--- src/cpu_pkg.sv ---
package cpu_pkg;

    typedef logic [31:0] word_t;
    typedef logic [4:0] reg_addr_t;

    localparam word_t reset_vector = 32'h0000_0000;
    localparam reg_addr_t link_reg = 5'd31;

    // primary opcodes
    localparam logic [5:0] op_special = 6'h00;
    localparam logic [5:0] op_j = 6'h02;
    localparam logic [5:0] op_jal = 6'h03;
    localparam logic [5:0] op_beq = 6'h04;
    localparam logic [5:0] op_bne = 6'h05;
    localparam logic [5:0] op_addiu = 6'h09;
    localparam logic [5:0] op_slti = 6'h0a;
    localparam logic [5:0] op_andi = 6'h0c;
    localparam logic [5:0] op_ori = 6'h0d;
    localparam logic [5:0] op_xori = 6'h0e;
    localparam logic [5:0] op_lui = 6'h0f;
    localparam logic [5:0] op_lb = 6'h20;
    localparam logic [5:0] op_lh = 6'h21;
    localparam logic [5:0] op_lw = 6'h23;
    localparam logic [5:0] op_lbu = 6'h24;
    localparam logic [5:0] op_lhu = 6'h25;
    localparam logic [5:0] op_sb = 6'h28;
    localparam logic [5:0] op_sh = 6'h29;
    localparam logic [5:0] op_sw = 6'h2b;

    // function codes under op_special
    localparam logic [5:0] fn_sll = 6'h00;
    localparam logic [5:0] fn_srl = 6'h02;
    localparam logic [5:0] fn_sra = 6'h03;
    localparam logic [5:0] fn_addu = 6'h21;
    localparam logic [5:0] fn_subu = 6'h23;
    localparam logic [5:0] fn_and = 6'h24;
    localparam logic [5:0] fn_or = 6'h25;
    localparam logic [5:0] fn_xor = 6'h26;
    localparam logic [5:0] fn_slt = 6'h2a;
    localparam logic [5:0] fn_sltu = 6'h2b;

    typedef enum logic [3:0] {
        alu_add, alu_sub, alu_and, alu_or, alu_xor, alu_slt,
        alu_sltu, alu_sll, alu_srl, alu_sra, alu_lui
    } alu_op_e;

    typedef enum logic [1:0] {src_a_rs, src_a_sa, src_a_pc} src_a_e;
    typedef enum logic [1:0] {src_b_rt, src_b_imm, src_b_eight} src_b_e;
    typedef enum logic [1:0] {size_byte, size_half, size_word} mem_size_e;

    typedef struct packed {
        word_t pc;
        word_t rs_val;
        word_t rt_val;
        word_t imm;
        logic [4:0] sa;
        alu_op_e alu_op;
        src_a_e src_a;
        src_b_e src_b;
        logic load;
        logic store;
        mem_size_e size;
        logic is_unsigned;
        logic reg_write;
        reg_addr_t wr_addr;
    } id_ex_t;

    typedef struct packed {
        word_t pc;
        word_t result;
        logic [1:0] offset;
        logic load;
        mem_size_e size;
        logic is_unsigned;
        logic reg_write;
        reg_addr_t wr_addr;
    } ex_mem_t;

    typedef struct packed {
        word_t pc;
        logic reg_write;
        reg_addr_t wr_addr;
        word_t wr_data;
    } mem_wb_t;

endpackage

--- src/fwd_if.sv ---
`timescale 1ns/10ps

interface fwd_if;
    logic valid;
    logic we;
    cpu_pkg::reg_addr_t addr;
    cpu_pkg::word_t data;
    // load data not ready while still in execute
    logic is_load;

    modport source (
        output valid,
        output we,
        output addr,
        output data,
        output is_load
    );

    modport sink (
        input valid,
        input we,
        input addr,
        input data,
        input is_load
    );
endinterface

--- src/pipeline_reg.sv ---
`timescale 1ns/10ps

module pipeline_reg #(
    parameter type payload_t = logic [31:0]
) (
    input logic clk,
    input logic reset,
    input logic valid_in,
    input payload_t data_in,
    output logic valid_out,
    output payload_t data_out
);

    always_ff @(posedge clk) begin
        if (reset) begin
            valid_out <= 1'b0;
        end else begin
            valid_out <= valid_in;
        end
    end

    always_ff @(posedge clk) begin
        data_out <= data_in;
    end

endmodule

--- src/fetch_stage.sv ---
`timescale 1ns/10ps

module fetch_stage (
    input logic clk,
    input logic reset,
    input logic stall,
    input logic redirect,
    input cpu_pkg::word_t target,
    output cpu_pkg::word_t inst_addr,
    input cpu_pkg::word_t inst_rdata,
    output cpu_pkg::word_t pc_id,
    output cpu_pkg::word_t inst_id,
    output logic valid_id
);

    cpu_pkg::word_t pc;
    cpu_pkg::word_t next_pc;
    logic start;

    // before start, keep requesting the reset vector
    always_comb begin
        if (!start || stall) begin
            next_pc = pc;
        end else if (redirect) begin
            next_pc = target;
        end else begin
            next_pc = pc + 32'd4;
        end
    end

    // memory is synchronous, so the word for pc arrives this cycle
    assign inst_addr = next_pc;

    always_ff @(posedge clk) begin
        if (reset) begin
            start <= 1'b0;
            pc <= cpu_pkg::reset_vector;
        end else begin
            start <= 1'b1;
            pc <= next_pc;
        end
    end

    always_ff @(posedge clk) begin
        if (reset) begin
            valid_id <= 1'b0;
        end else if (!stall) begin
            valid_id <= start;
        end
    end

    always_ff @(posedge clk) begin
        if (!stall) begin
            pc_id <= pc;
            inst_id <= inst_rdata;
        end
    end

endmodule

--- src/decode_ctrl.sv ---
`timescale 1ns/10ps

module decode_ctrl (
    input cpu_pkg::word_t pc_id,
    input cpu_pkg::word_t inst_id,
    input logic valid_id,
    input cpu_pkg::word_t rs_data,
    input cpu_pkg::word_t rt_data,
    output cpu_pkg::reg_addr_t rs_addr,
    output cpu_pkg::reg_addr_t rt_addr,
    output logic redirect,
    output cpu_pkg::word_t target,
    output cpu_pkg::id_ex_t id_ex
);

    logic [5:0] opcode;
    logic [5:0] funct;
    cpu_pkg::word_t delay_pc;
    cpu_pkg::word_t imm_sext;
    cpu_pkg::word_t imm_zext;
    cpu_pkg::mem_size_e access_size;
    logic take_branch;
    logic is_jump;

    assign opcode = inst_id[31:26];
    assign funct = inst_id[5:0];
    assign rs_addr = inst_id[25:21];
    assign rt_addr = inst_id[20:16];
    assign imm_sext = {{16{inst_id[15]}}, inst_id[15:0]};
    assign imm_zext = {16'b0, inst_id[15:0]};
    assign delay_pc = pc_id + 32'd4;

    // low opcode bits give the width for both loads and stores
    assign access_size = !opcode[0] ? cpu_pkg::size_byte :
                         opcode[1] ? cpu_pkg::size_word : cpu_pkg::size_half;

    always_comb begin
        id_ex = '0;
        id_ex.pc = pc_id;
        id_ex.rs_val = rs_data;
        id_ex.rt_val = rt_data;
        id_ex.imm = imm_sext;
        id_ex.sa = inst_id[10:6];
        id_ex.alu_op = cpu_pkg::alu_add;
        id_ex.src_a = cpu_pkg::src_a_rs;
        id_ex.src_b = cpu_pkg::src_b_imm;
        id_ex.size = cpu_pkg::size_word;
        id_ex.wr_addr = rt_addr;
        take_branch = 1'b0;
        is_jump = 1'b0;
        case (opcode)
            cpu_pkg::op_special: begin
                id_ex.src_b = cpu_pkg::src_b_rt;
                id_ex.wr_addr = inst_id[15:11];
                id_ex.reg_write = 1'b1;
                if (funct == cpu_pkg::fn_sll || funct == cpu_pkg::fn_srl
                        || funct == cpu_pkg::fn_sra) begin
                    id_ex.src_a = cpu_pkg::src_a_sa;
                end
                case (funct)
                    cpu_pkg::fn_addu: id_ex.alu_op = cpu_pkg::alu_add;
                    cpu_pkg::fn_subu: id_ex.alu_op = cpu_pkg::alu_sub;
                    cpu_pkg::fn_and: id_ex.alu_op = cpu_pkg::alu_and;
                    cpu_pkg::fn_or: id_ex.alu_op = cpu_pkg::alu_or;
                    cpu_pkg::fn_xor: id_ex.alu_op = cpu_pkg::alu_xor;
                    cpu_pkg::fn_slt: id_ex.alu_op = cpu_pkg::alu_slt;
                    cpu_pkg::fn_sltu: id_ex.alu_op = cpu_pkg::alu_sltu;
                    cpu_pkg::fn_sll: id_ex.alu_op = cpu_pkg::alu_sll;
                    cpu_pkg::fn_srl: id_ex.alu_op = cpu_pkg::alu_srl;
                    cpu_pkg::fn_sra: id_ex.alu_op = cpu_pkg::alu_sra;
                    default: id_ex.reg_write = 1'b0;
                endcase
            end
            cpu_pkg::op_addiu: id_ex.reg_write = 1'b1;
            cpu_pkg::op_slti: begin
                id_ex.reg_write = 1'b1;
                id_ex.alu_op = cpu_pkg::alu_slt;
            end
            cpu_pkg::op_andi: begin
                id_ex.reg_write = 1'b1;
                id_ex.alu_op = cpu_pkg::alu_and;
                id_ex.imm = imm_zext;
            end
            cpu_pkg::op_ori: begin
                id_ex.reg_write = 1'b1;
                id_ex.alu_op = cpu_pkg::alu_or;
                id_ex.imm = imm_zext;
            end
            cpu_pkg::op_xori: begin
                id_ex.reg_write = 1'b1;
                id_ex.alu_op = cpu_pkg::alu_xor;
                id_ex.imm = imm_zext;
            end
            cpu_pkg::op_lui: begin
                id_ex.reg_write = 1'b1;
                id_ex.alu_op = cpu_pkg::alu_lui;
            end
            cpu_pkg::op_lb, cpu_pkg::op_lbu, cpu_pkg::op_lh, cpu_pkg::op_lhu,
            cpu_pkg::op_lw: begin
                id_ex.load = 1'b1;
                id_ex.reg_write = 1'b1;
                id_ex.is_unsigned = opcode[2];
                id_ex.size = access_size;
            end
            cpu_pkg::op_sb, cpu_pkg::op_sh, cpu_pkg::op_sw: begin
                id_ex.store = 1'b1;
                id_ex.size = access_size;
            end
            cpu_pkg::op_beq: take_branch = (rs_data == rt_data);
            cpu_pkg::op_bne: take_branch = (rs_data != rt_data);
            cpu_pkg::op_j: is_jump = 1'b1;
            cpu_pkg::op_jal: begin
                // link value pc + 8 is computed by the alu
                is_jump = 1'b1;
                id_ex.reg_write = 1'b1;
                id_ex.wr_addr = cpu_pkg::link_reg;
                id_ex.src_a = cpu_pkg::src_a_pc;
                id_ex.src_b = cpu_pkg::src_b_eight;
            end
            default: id_ex.reg_write = 1'b0;
        endcase
    end

    assign redirect = valid_id && (take_branch || is_jump);
    assign target = is_jump ? {delay_pc[31:28], inst_id[25:0], 2'b00}
                            : delay_pc + {imm_sext[29:0], 2'b00};

endmodule

--- src/regfile.sv ---
`timescale 1ns/10ps

module regfile (
    input logic clk,
    input cpu_pkg::reg_addr_t rs_addr,
    input cpu_pkg::reg_addr_t rt_addr,
    output cpu_pkg::word_t rs_raw,
    output cpu_pkg::word_t rt_raw,
    fwd_if.sink wr
);

    cpu_pkg::word_t regs [32];

    always_ff @(posedge clk) begin
        if (wr.valid && wr.we && wr.addr != '0) begin
            regs[wr.addr] <= wr.data;
        end
    end

    // entry 0 is never written
    assign rs_raw = (rs_addr == '0) ? '0 : regs[rs_addr];
    assign rt_raw = (rt_addr == '0) ? '0 : regs[rt_addr];

endmodule

--- src/forward_unit.sv ---
`timescale 1ns/10ps

module forward_unit (
    input cpu_pkg::reg_addr_t rs_addr,
    input cpu_pkg::reg_addr_t rt_addr,
    input cpu_pkg::word_t rs_raw,
    input cpu_pkg::word_t rt_raw,
    fwd_if.sink ex,
    fwd_if.sink mem,
    fwd_if.sink wb,
    output cpu_pkg::word_t rs_data,
    output cpu_pkg::word_t rt_data,
    output logic stall
);

    logic rs_ex;
    logic rs_mem;
    logic rs_wb;
    logic rt_ex;
    logic rt_mem;
    logic rt_wb;

    function automatic logic hit(input logic valid, input logic we,
                                 input cpu_pkg::reg_addr_t waddr,
                                 input cpu_pkg::reg_addr_t raddr);
        return valid && we && (waddr == raddr) && (raddr != '0);
    endfunction

    assign rs_ex = hit(ex.valid, ex.we, ex.addr, rs_addr);
    assign rs_mem = hit(mem.valid, mem.we, mem.addr, rs_addr);
    assign rs_wb = hit(wb.valid, wb.we, wb.addr, rs_addr);
    assign rt_ex = hit(ex.valid, ex.we, ex.addr, rt_addr);
    assign rt_mem = hit(mem.valid, mem.we, mem.addr, rt_addr);
    assign rt_wb = hit(wb.valid, wb.we, wb.addr, rt_addr);

    // youngest writer wins
    assign rs_data = rs_ex ? ex.data : rs_mem ? mem.data : rs_wb ? wb.data : rs_raw;
    assign rt_data = rt_ex ? ex.data : rt_mem ? mem.data : rt_wb ? wb.data : rt_raw;

    assign stall = ex.is_load && (rs_ex || rt_ex);

endmodule

--- src/execute_stage.sv ---
`timescale 1ns/10ps

module execute_stage (
    input logic valid,
    input cpu_pkg::id_ex_t id_ex,
    output cpu_pkg::ex_mem_t ex_mem,
    fwd_if.source fwd,
    output logic data_en,
    output logic [3:0] data_wen,
    output cpu_pkg::word_t data_addr,
    output cpu_pkg::word_t data_wdata
);

    cpu_pkg::word_t a;
    cpu_pkg::word_t b;
    cpu_pkg::word_t result;
    logic [3:0] lanes;

    always_comb begin
        case (id_ex.src_a)
            cpu_pkg::src_a_sa: a = {27'b0, id_ex.sa};
            cpu_pkg::src_a_pc: a = id_ex.pc;
            default: a = id_ex.rs_val;
        endcase
        case (id_ex.src_b)
            cpu_pkg::src_b_imm: b = id_ex.imm;
            cpu_pkg::src_b_eight: b = 32'd8;
            default: b = id_ex.rt_val;
        endcase
    end

    always_comb begin
        case (id_ex.alu_op)
            cpu_pkg::alu_sub: result = a - b;
            cpu_pkg::alu_and: result = a & b;
            cpu_pkg::alu_or: result = a | b;
            cpu_pkg::alu_xor: result = a ^ b;
            cpu_pkg::alu_slt: result = {31'b0, $signed(a) < $signed(b)};
            cpu_pkg::alu_sltu: result = {31'b0, a < b};
            cpu_pkg::alu_sll: result = b << a[4:0];
            cpu_pkg::alu_srl: result = b >> a[4:0];
            cpu_pkg::alu_sra: result = $signed(b) >>> a[4:0];
            cpu_pkg::alu_lui: result = {b[15:0], 16'b0};
            default: result = a + b;
        endcase
    end

    // replicate store data so every lane holds it
    always_comb begin
        case (id_ex.size)
            cpu_pkg::size_byte: begin
                lanes = 4'b0001 << result[1:0];
                data_wdata = {4{id_ex.rt_val[7:0]}};
            end
            cpu_pkg::size_half: begin
                lanes = 4'b0011 << {result[1], 1'b0};
                data_wdata = {2{id_ex.rt_val[15:0]}};
            end
            default: begin
                lanes = 4'b1111;
                data_wdata = id_ex.rt_val;
            end
        endcase
    end

    assign data_addr = result;
    assign data_en = valid && (id_ex.load || id_ex.store);
    assign data_wen = (valid && id_ex.store) ? lanes : 4'b0000;

    assign ex_mem.pc = id_ex.pc;
    assign ex_mem.result = result;
    assign ex_mem.offset = result[1:0];
    assign ex_mem.load = id_ex.load;
    assign ex_mem.size = id_ex.size;
    assign ex_mem.is_unsigned = id_ex.is_unsigned;
    assign ex_mem.reg_write = id_ex.reg_write;
    assign ex_mem.wr_addr = id_ex.wr_addr;

    assign fwd.valid = valid;
    assign fwd.we = id_ex.reg_write;
    assign fwd.addr = id_ex.wr_addr;
    assign fwd.data = result;
    assign fwd.is_load = id_ex.load;

endmodule

--- src/memory_stage.sv ---
`timescale 1ns/10ps

module memory_stage (
    input logic valid,
    input cpu_pkg::ex_mem_t ex_mem,
    input cpu_pkg::word_t data_rdata,
    output cpu_pkg::mem_wb_t mem_wb,
    fwd_if.source fwd
);

    logic [7:0] byte_sel;
    logic [15:0] half_sel;
    cpu_pkg::word_t load_data;
    cpu_pkg::word_t wr_data;

    assign byte_sel = data_rdata[{ex_mem.offset, 3'b000} +: 8];
    assign half_sel = data_rdata[{ex_mem.offset[1], 4'b0000} +: 16];

    always_comb begin
        case (ex_mem.size)
            cpu_pkg::size_byte: load_data = {{24{byte_sel[7] && !ex_mem.is_unsigned}}, byte_sel};
            cpu_pkg::size_half: load_data = {{16{half_sel[15] && !ex_mem.is_unsigned}}, half_sel};
            default: load_data = data_rdata;
        endcase
    end

    assign wr_data = ex_mem.load ? load_data : ex_mem.result;

    assign mem_wb.pc = ex_mem.pc;
    assign mem_wb.reg_write = ex_mem.reg_write;
    assign mem_wb.wr_addr = ex_mem.wr_addr;
    assign mem_wb.wr_data = wr_data;

    assign fwd.valid = valid;
    assign fwd.we = ex_mem.reg_write;
    assign fwd.addr = ex_mem.wr_addr;
    assign fwd.data = wr_data;
    assign fwd.is_load = ex_mem.load;

endmodule

--- src/cpu_top.sv ---
`timescale 1ns/10ps

module cpu_top (
    input logic clk,
    input logic reset,
    output cpu_pkg::word_t inst_addr,
    input cpu_pkg::word_t inst_rdata,
    output logic data_en,
    output logic [3:0] data_wen,
    output cpu_pkg::word_t data_addr,
    output cpu_pkg::word_t data_wdata,
    input cpu_pkg::word_t data_rdata,
    output cpu_pkg::word_t debug_wb_pc,
    output logic [3:0] debug_wb_rf_wen,
    output cpu_pkg::reg_addr_t debug_wb_rf_wnum,
    output cpu_pkg::word_t debug_wb_rf_wdata
);

    logic stall;
    logic load_use;
    logic redirect;
    cpu_pkg::word_t target;
    cpu_pkg::word_t pc_id;
    cpu_pkg::word_t inst_id;
    logic valid_id;
    cpu_pkg::reg_addr_t rs_addr;
    cpu_pkg::reg_addr_t rt_addr;
    cpu_pkg::word_t rs_raw;
    cpu_pkg::word_t rt_raw;
    cpu_pkg::word_t rs_data;
    cpu_pkg::word_t rt_data;
    cpu_pkg::id_ex_t id_ex_d;
    cpu_pkg::id_ex_t id_ex_q;
    cpu_pkg::ex_mem_t ex_mem_d;
    cpu_pkg::ex_mem_t ex_mem_q;
    cpu_pkg::mem_wb_t mem_wb_d;
    cpu_pkg::mem_wb_t mem_wb_q;
    logic valid_ex;
    logic valid_mem;
    logic valid_wb;

    fwd_if fwd_ex ();
    fwd_if fwd_mem ();
    fwd_if fwd_wb ();

    // a bubble in decode has nothing to wait for
    assign stall = load_use && valid_id;

    fetch_stage fetch (
        .clk(clk), .reset(reset), .stall(stall),
        .redirect(redirect), .target(target),
        .inst_addr(inst_addr), .inst_rdata(inst_rdata),
        .pc_id(pc_id), .inst_id(inst_id), .valid_id(valid_id)
    );

    decode_ctrl decode (
        .pc_id(pc_id), .inst_id(inst_id), .valid_id(valid_id),
        .rs_data(rs_data), .rt_data(rt_data),
        .rs_addr(rs_addr), .rt_addr(rt_addr),
        .redirect(redirect), .target(target), .id_ex(id_ex_d)
    );

    regfile rf (
        .clk(clk), .rs_addr(rs_addr), .rt_addr(rt_addr),
        .rs_raw(rs_raw), .rt_raw(rt_raw), .wr(fwd_wb)
    );

    forward_unit fwd (
        .rs_addr(rs_addr), .rt_addr(rt_addr), .rs_raw(rs_raw), .rt_raw(rt_raw),
        .ex(fwd_ex), .mem(fwd_mem), .wb(fwd_wb),
        .rs_data(rs_data), .rt_data(rt_data), .stall(load_use)
    );

    pipeline_reg #(.payload_t(cpu_pkg::id_ex_t)) id_ex_reg (
        .clk(clk), .reset(reset),
        .valid_in(valid_id && !stall), .data_in(id_ex_d),
        .valid_out(valid_ex), .data_out(id_ex_q)
    );

    execute_stage execute (
        .valid(valid_ex), .id_ex(id_ex_q), .ex_mem(ex_mem_d), .fwd(fwd_ex),
        .data_en(data_en), .data_wen(data_wen),
        .data_addr(data_addr), .data_wdata(data_wdata)
    );

    pipeline_reg #(.payload_t(cpu_pkg::ex_mem_t)) ex_mem_reg (
        .clk(clk), .reset(reset),
        .valid_in(valid_ex), .data_in(ex_mem_d),
        .valid_out(valid_mem), .data_out(ex_mem_q)
    );

    memory_stage memory (
        .valid(valid_mem), .ex_mem(ex_mem_q), .data_rdata(data_rdata),
        .mem_wb(mem_wb_d), .fwd(fwd_mem)
    );

    pipeline_reg #(.payload_t(cpu_pkg::mem_wb_t)) mem_wb_reg (
        .clk(clk), .reset(reset),
        .valid_in(valid_mem), .data_in(mem_wb_d),
        .valid_out(valid_wb), .data_out(mem_wb_q)
    );

    // writeback source feeds both the register file and forwarding
    assign fwd_wb.valid = valid_wb;
    assign fwd_wb.we = mem_wb_q.reg_write;
    assign fwd_wb.addr = mem_wb_q.wr_addr;
    assign fwd_wb.data = mem_wb_q.wr_data;
    assign fwd_wb.is_load = 1'b0;

    assign debug_wb_pc = mem_wb_q.pc;
    assign debug_wb_rf_wen = {4{valid_wb && mem_wb_q.reg_write && mem_wb_q.wr_addr != '0}};
    assign debug_wb_rf_wnum = mem_wb_q.wr_addr;
    assign debug_wb_rf_wdata = mem_wb_q.wr_data;

endmodule

--- config.mk ---
export PLATFORM = sky130hd
export DESIGN_NAME = cpu_top
export DESIGN_NICKNAME = d
export VERILOG_FILES = /design/src/cpu_pkg.sv /design/src/fwd_if.sv /design/src/pipeline_reg.sv /design/src/fetch_stage.sv /design/src/decode_ctrl.sv /design/src/regfile.sv /design/src/forward_unit.sv /design/src/execute_stage.sv /design/src/memory_stage.sv /design/src/cpu_top.sv
export SDC_FILE = /design/constraint.sdc
export NUM_CORES = 2
export LEC_CHECK = 0
export BUFFER_PORTS_ARGS = -buffer_cell sky130_fd_sc_hd__buf_4
export CAP_MARGIN = 15
export CORE_MARGIN = 10
export CORE_UTILIZATION = 45
export DETAILED_ROUTE_END_ITERATION = 8
export HOLD_SLACK_MARGIN = 0.12
export PLACE_DENSITY = 0.62
export SLEW_MARGIN = 20
export SYNTH_ARGS = -nofsm -noshare
export SYNTH_HDL_FRONTEND = slang
export SYNTH_HIERARCHICAL = 1
export SYNTH_SLANG_ARGS = --single-unit
--- constraint.sdc ---
create_clock -name clk -period 13.2 [get_ports clk]
set_input_delay 2.64 -clock clk [delete_from_list [all_inputs] [get_ports clk]]
set_output_delay 2.64 -clock clk [all_outputs]
set_load 0.005 [all_outputs]
==> flow_metrics.tcl <==
set metrics [dict create \
    crit_end "inst_addr[23]" \
    r2r_setup_slack_ns 4.22 \
    slowest_stage "a2111oi_0" \
    pre_cts_ws_ns 2.05 \
    wl_met1_um 109000 \
    dieArea_mm2 0.188 \
    clock_sinks 1423 \
    worstRegToRegCells 30 \
    finalSetupViolations 0 \
    slowest_delay_ns 1.05 \
    clkTransAtPathRegs_ns 0.06 \
    numPortBuffers 239 \
    drc 0 \
    vias 54800 \
    grt_max_degree 101 \
    drive_gt1_share_pct 22.3 \
    wl_met3_um 29400 \
    top_layer "met5" \
    start_util_pct 45.4 \
    finalWorstSetupSlack_ns 0.810 \
    dr.first_iter.drc_count 6807 \
    synthesis.area_mm2 0.0770 \
    vdd_drop_max_v 0.000127 \
    criticalPathCategory "register to output pin" \
    layout.cells.non_filler 8154 \
    core_area_mm2 0.170 \
    power_leakage_nw 29.4 \
    worst_pin_slew_ns 1.32 \
    rr_startpoint "id_ex_reg/data_out[11]$_DFF_P_" \
    fin_crit_sh_pct 93.9 \
    min_period_ns 12.39 \
    path_max_fanout 57 \
    wire_per_inst_um 34.3 \
    die_h_um 434 \
    numPlacedInstances 7871 \
    rows 151 \
    avgViaCountPerCell 6.71 \
    finalSetupTns_ns 0 \
    synth.avg_cell_area_um2 12.9 \
    insertion_delay_ns 0.80 \
    min_path_type "register to register" \
    io-pin-count 240 \
    cts_hold_buf 0 \
    r2r-end "fetch/pc[13]$_SDFF_PP0_" \
    grtUsageTotal_pct 28.8 \
    route.antenna.remaining_nets 0 \
    drv_cap 0 \
    max_freq_mhz 80.7 \
    area_delta_synth_final_pct 8.63 \
    htreeDepth 4 \
    utilization_pct 49.3 \
    maxSlewHeadroom_pct 11.7 \
    grt_pass1_wl_um 392000 \
    required_ns 10.56 \
    status "completed" \
    cts_buffer_depth 3 \
    hold_violations 0 \
    post_dp_cell_area_mm2 0.0787 \
    rsz0062_at_grt "no" \
    gr-total-overflow 0 \
    syn_inst 5978 \
    cts-root-buf "clkbuf_16" \
    cts_buffers 149 \
    ctsResizeCount 0 \
    worst_setup_path_start_kind "register" \
    final_area_mm2 0.0836 \
    ys_warn_count 6 \
    crit_arrival_ns 9.75 \
    startpoint "id_ex_reg/data_out[11]$_DFF_P_" \
    final_nets 6010 \
    dp_hpwl_um 194000 \
    slew_violations 0 \
    grt_antenna_before_repair 13 \
    chipWidth_um 434 \
    dr.pass1.iters 7 \
    power_density_mw_per_mm2 143 \
    place_congestion 1.02 \
    first_global_vias 52200 \
    routed_wl_um 280000 \
    cp-end-kind "output pin" \
    met2_length_um 126000 \
    nFillCells 14700 \
    post-cts-setup-buffers 0 \
    skew_ns 0.0318 \
    cts_tree "built" \
]
==> flip-flops by register name, summed over array words and instances, names as in the netlist <==
name / flops
rf/regs: 1024
id_ex_reg/data_out: 152
ex_mem_reg/data_out: 76
mem_wb_reg/data_out: 70
fetch/inst_id: 32
fetch/pc: 32
fetch/pc_id: 32
ex_mem_reg/valid_out: 1
fetch/start: 1
fetch/valid_id: 1
id_ex_reg/valid_out: 1
mem_wb_reg/valid_out: 1
==> worst max-delay path, delay by kind of cell, from the launching register on <==
| kind | cells | cell delay (ns) |
|---|---|---|
| AO/OA/AOI/OAI | 11 | 3.37 |
| AND/OR/NAND/NOR | 11 | 2.63 |
| buffers and inverters | 5 | 1.25 |
| adder cells (fa/ha/maj) | 2 | 0.96 |
| flip-flops | 1 | 0.33 |
| XOR/XNOR | 1 | 0.21 |
| multiplexers | 1 | 0.16 |
==> per-layer routing <==
layer	track usage (%)	vias up
met1	38.0	28000
met3	6.96	628
li1	-	22700
met4	14.2	2
met2	44.4	3385
met5	0	-
==> placed cells by master, fill, tap and decap left out, drive strengths merged, types with 21 or more instances in the layout <==
master	n
a2111oi	41
a211o	34
a211oi	73
a21o	23
a21oi	281
a221o	29
a221oi	103
a22o	106
a22oi	27
a31oi	26
and2	33
and3	55
buf	420
clkbuf	201
clkinv	45
conb	32
dfxtp	335
edfxtp	1088
ha	137
inv	166
mux2	73
mux2i	330
mux4	424
nand2	360
nand2b	27
nand3	83
nand3b	29
nand4	55
nor2	305
nor2b	40
nor3	95
nor4	34
o211ai	34
o21ai	242
o21bai	21
o221ai	44
o22ai	105
o31ai	52
xnor2	87
xor2	30
==> area by class of cell <==
type	instances	area [um2]	share of cell area [%]
diodes	13	32.5	0.0389
clock buffers	201	4150	4.96
clock inverters	69	666	0.796
inverters	158	619	0.741
multi-input cells	3652	32700	39.1
flip-flops and latches	1423	39400	47.1
well taps	2218	2780	3.32
repair buffers	420	3320	3.97
==> where the power goes <==
group          total (mW)  switching (mW)  internal, mW
Sequential           5.42           0.146          5.27
Clock                4.17            1.76          2.40
Combinational        2.40            1.63         0.769
Total                12.0            3.54          8.45
==> per-stage QoR <==
step / total power, mW / hold slack, ns
floorplan: 6.94 / 0.400
global placement: 7.83 / 0.311
detailed placement: 7.84 / 0.312
CTS: 12.0 / 0.326
global route: 12.4 / 0.332
finish: 12.0 / 0.326
==> worst min-delay path by stage <==
stage	start	end	slack, ns	depth (start not counted)
after CTS	ex_mem_reg/data_out[62]$_DFF_P_	mem_wb_reg/data_out[56]$_DFF_P_	0.33	0
final	ex_mem_reg/data_out[62]$_DFF_P_	mem_wb_reg/data_out[56]$_DFF_P_	0.33	0
after global placement	ex_mem_reg/data_out[73]$_DFF_P_	mem_wb_reg/data_out[67]$_DFF_P_	0.31	0
after global routing	ex_mem_reg/data_out[75]$_DFF_P_	mem_wb_reg/data_out[69]$_DFF_P_	0.33	0
after detailed placement	ex_mem_reg/data_out[65]$_DFF_P_	mem_wb_reg/data_out[59]$_DFF_P_	0.31	0
after floorplan	id_ex_reg/data_out[6]$_DFF_P_	ex_mem_reg/data_out[6]$_DFF_P_	0.40	1
(Power assumes the default switching activity.)
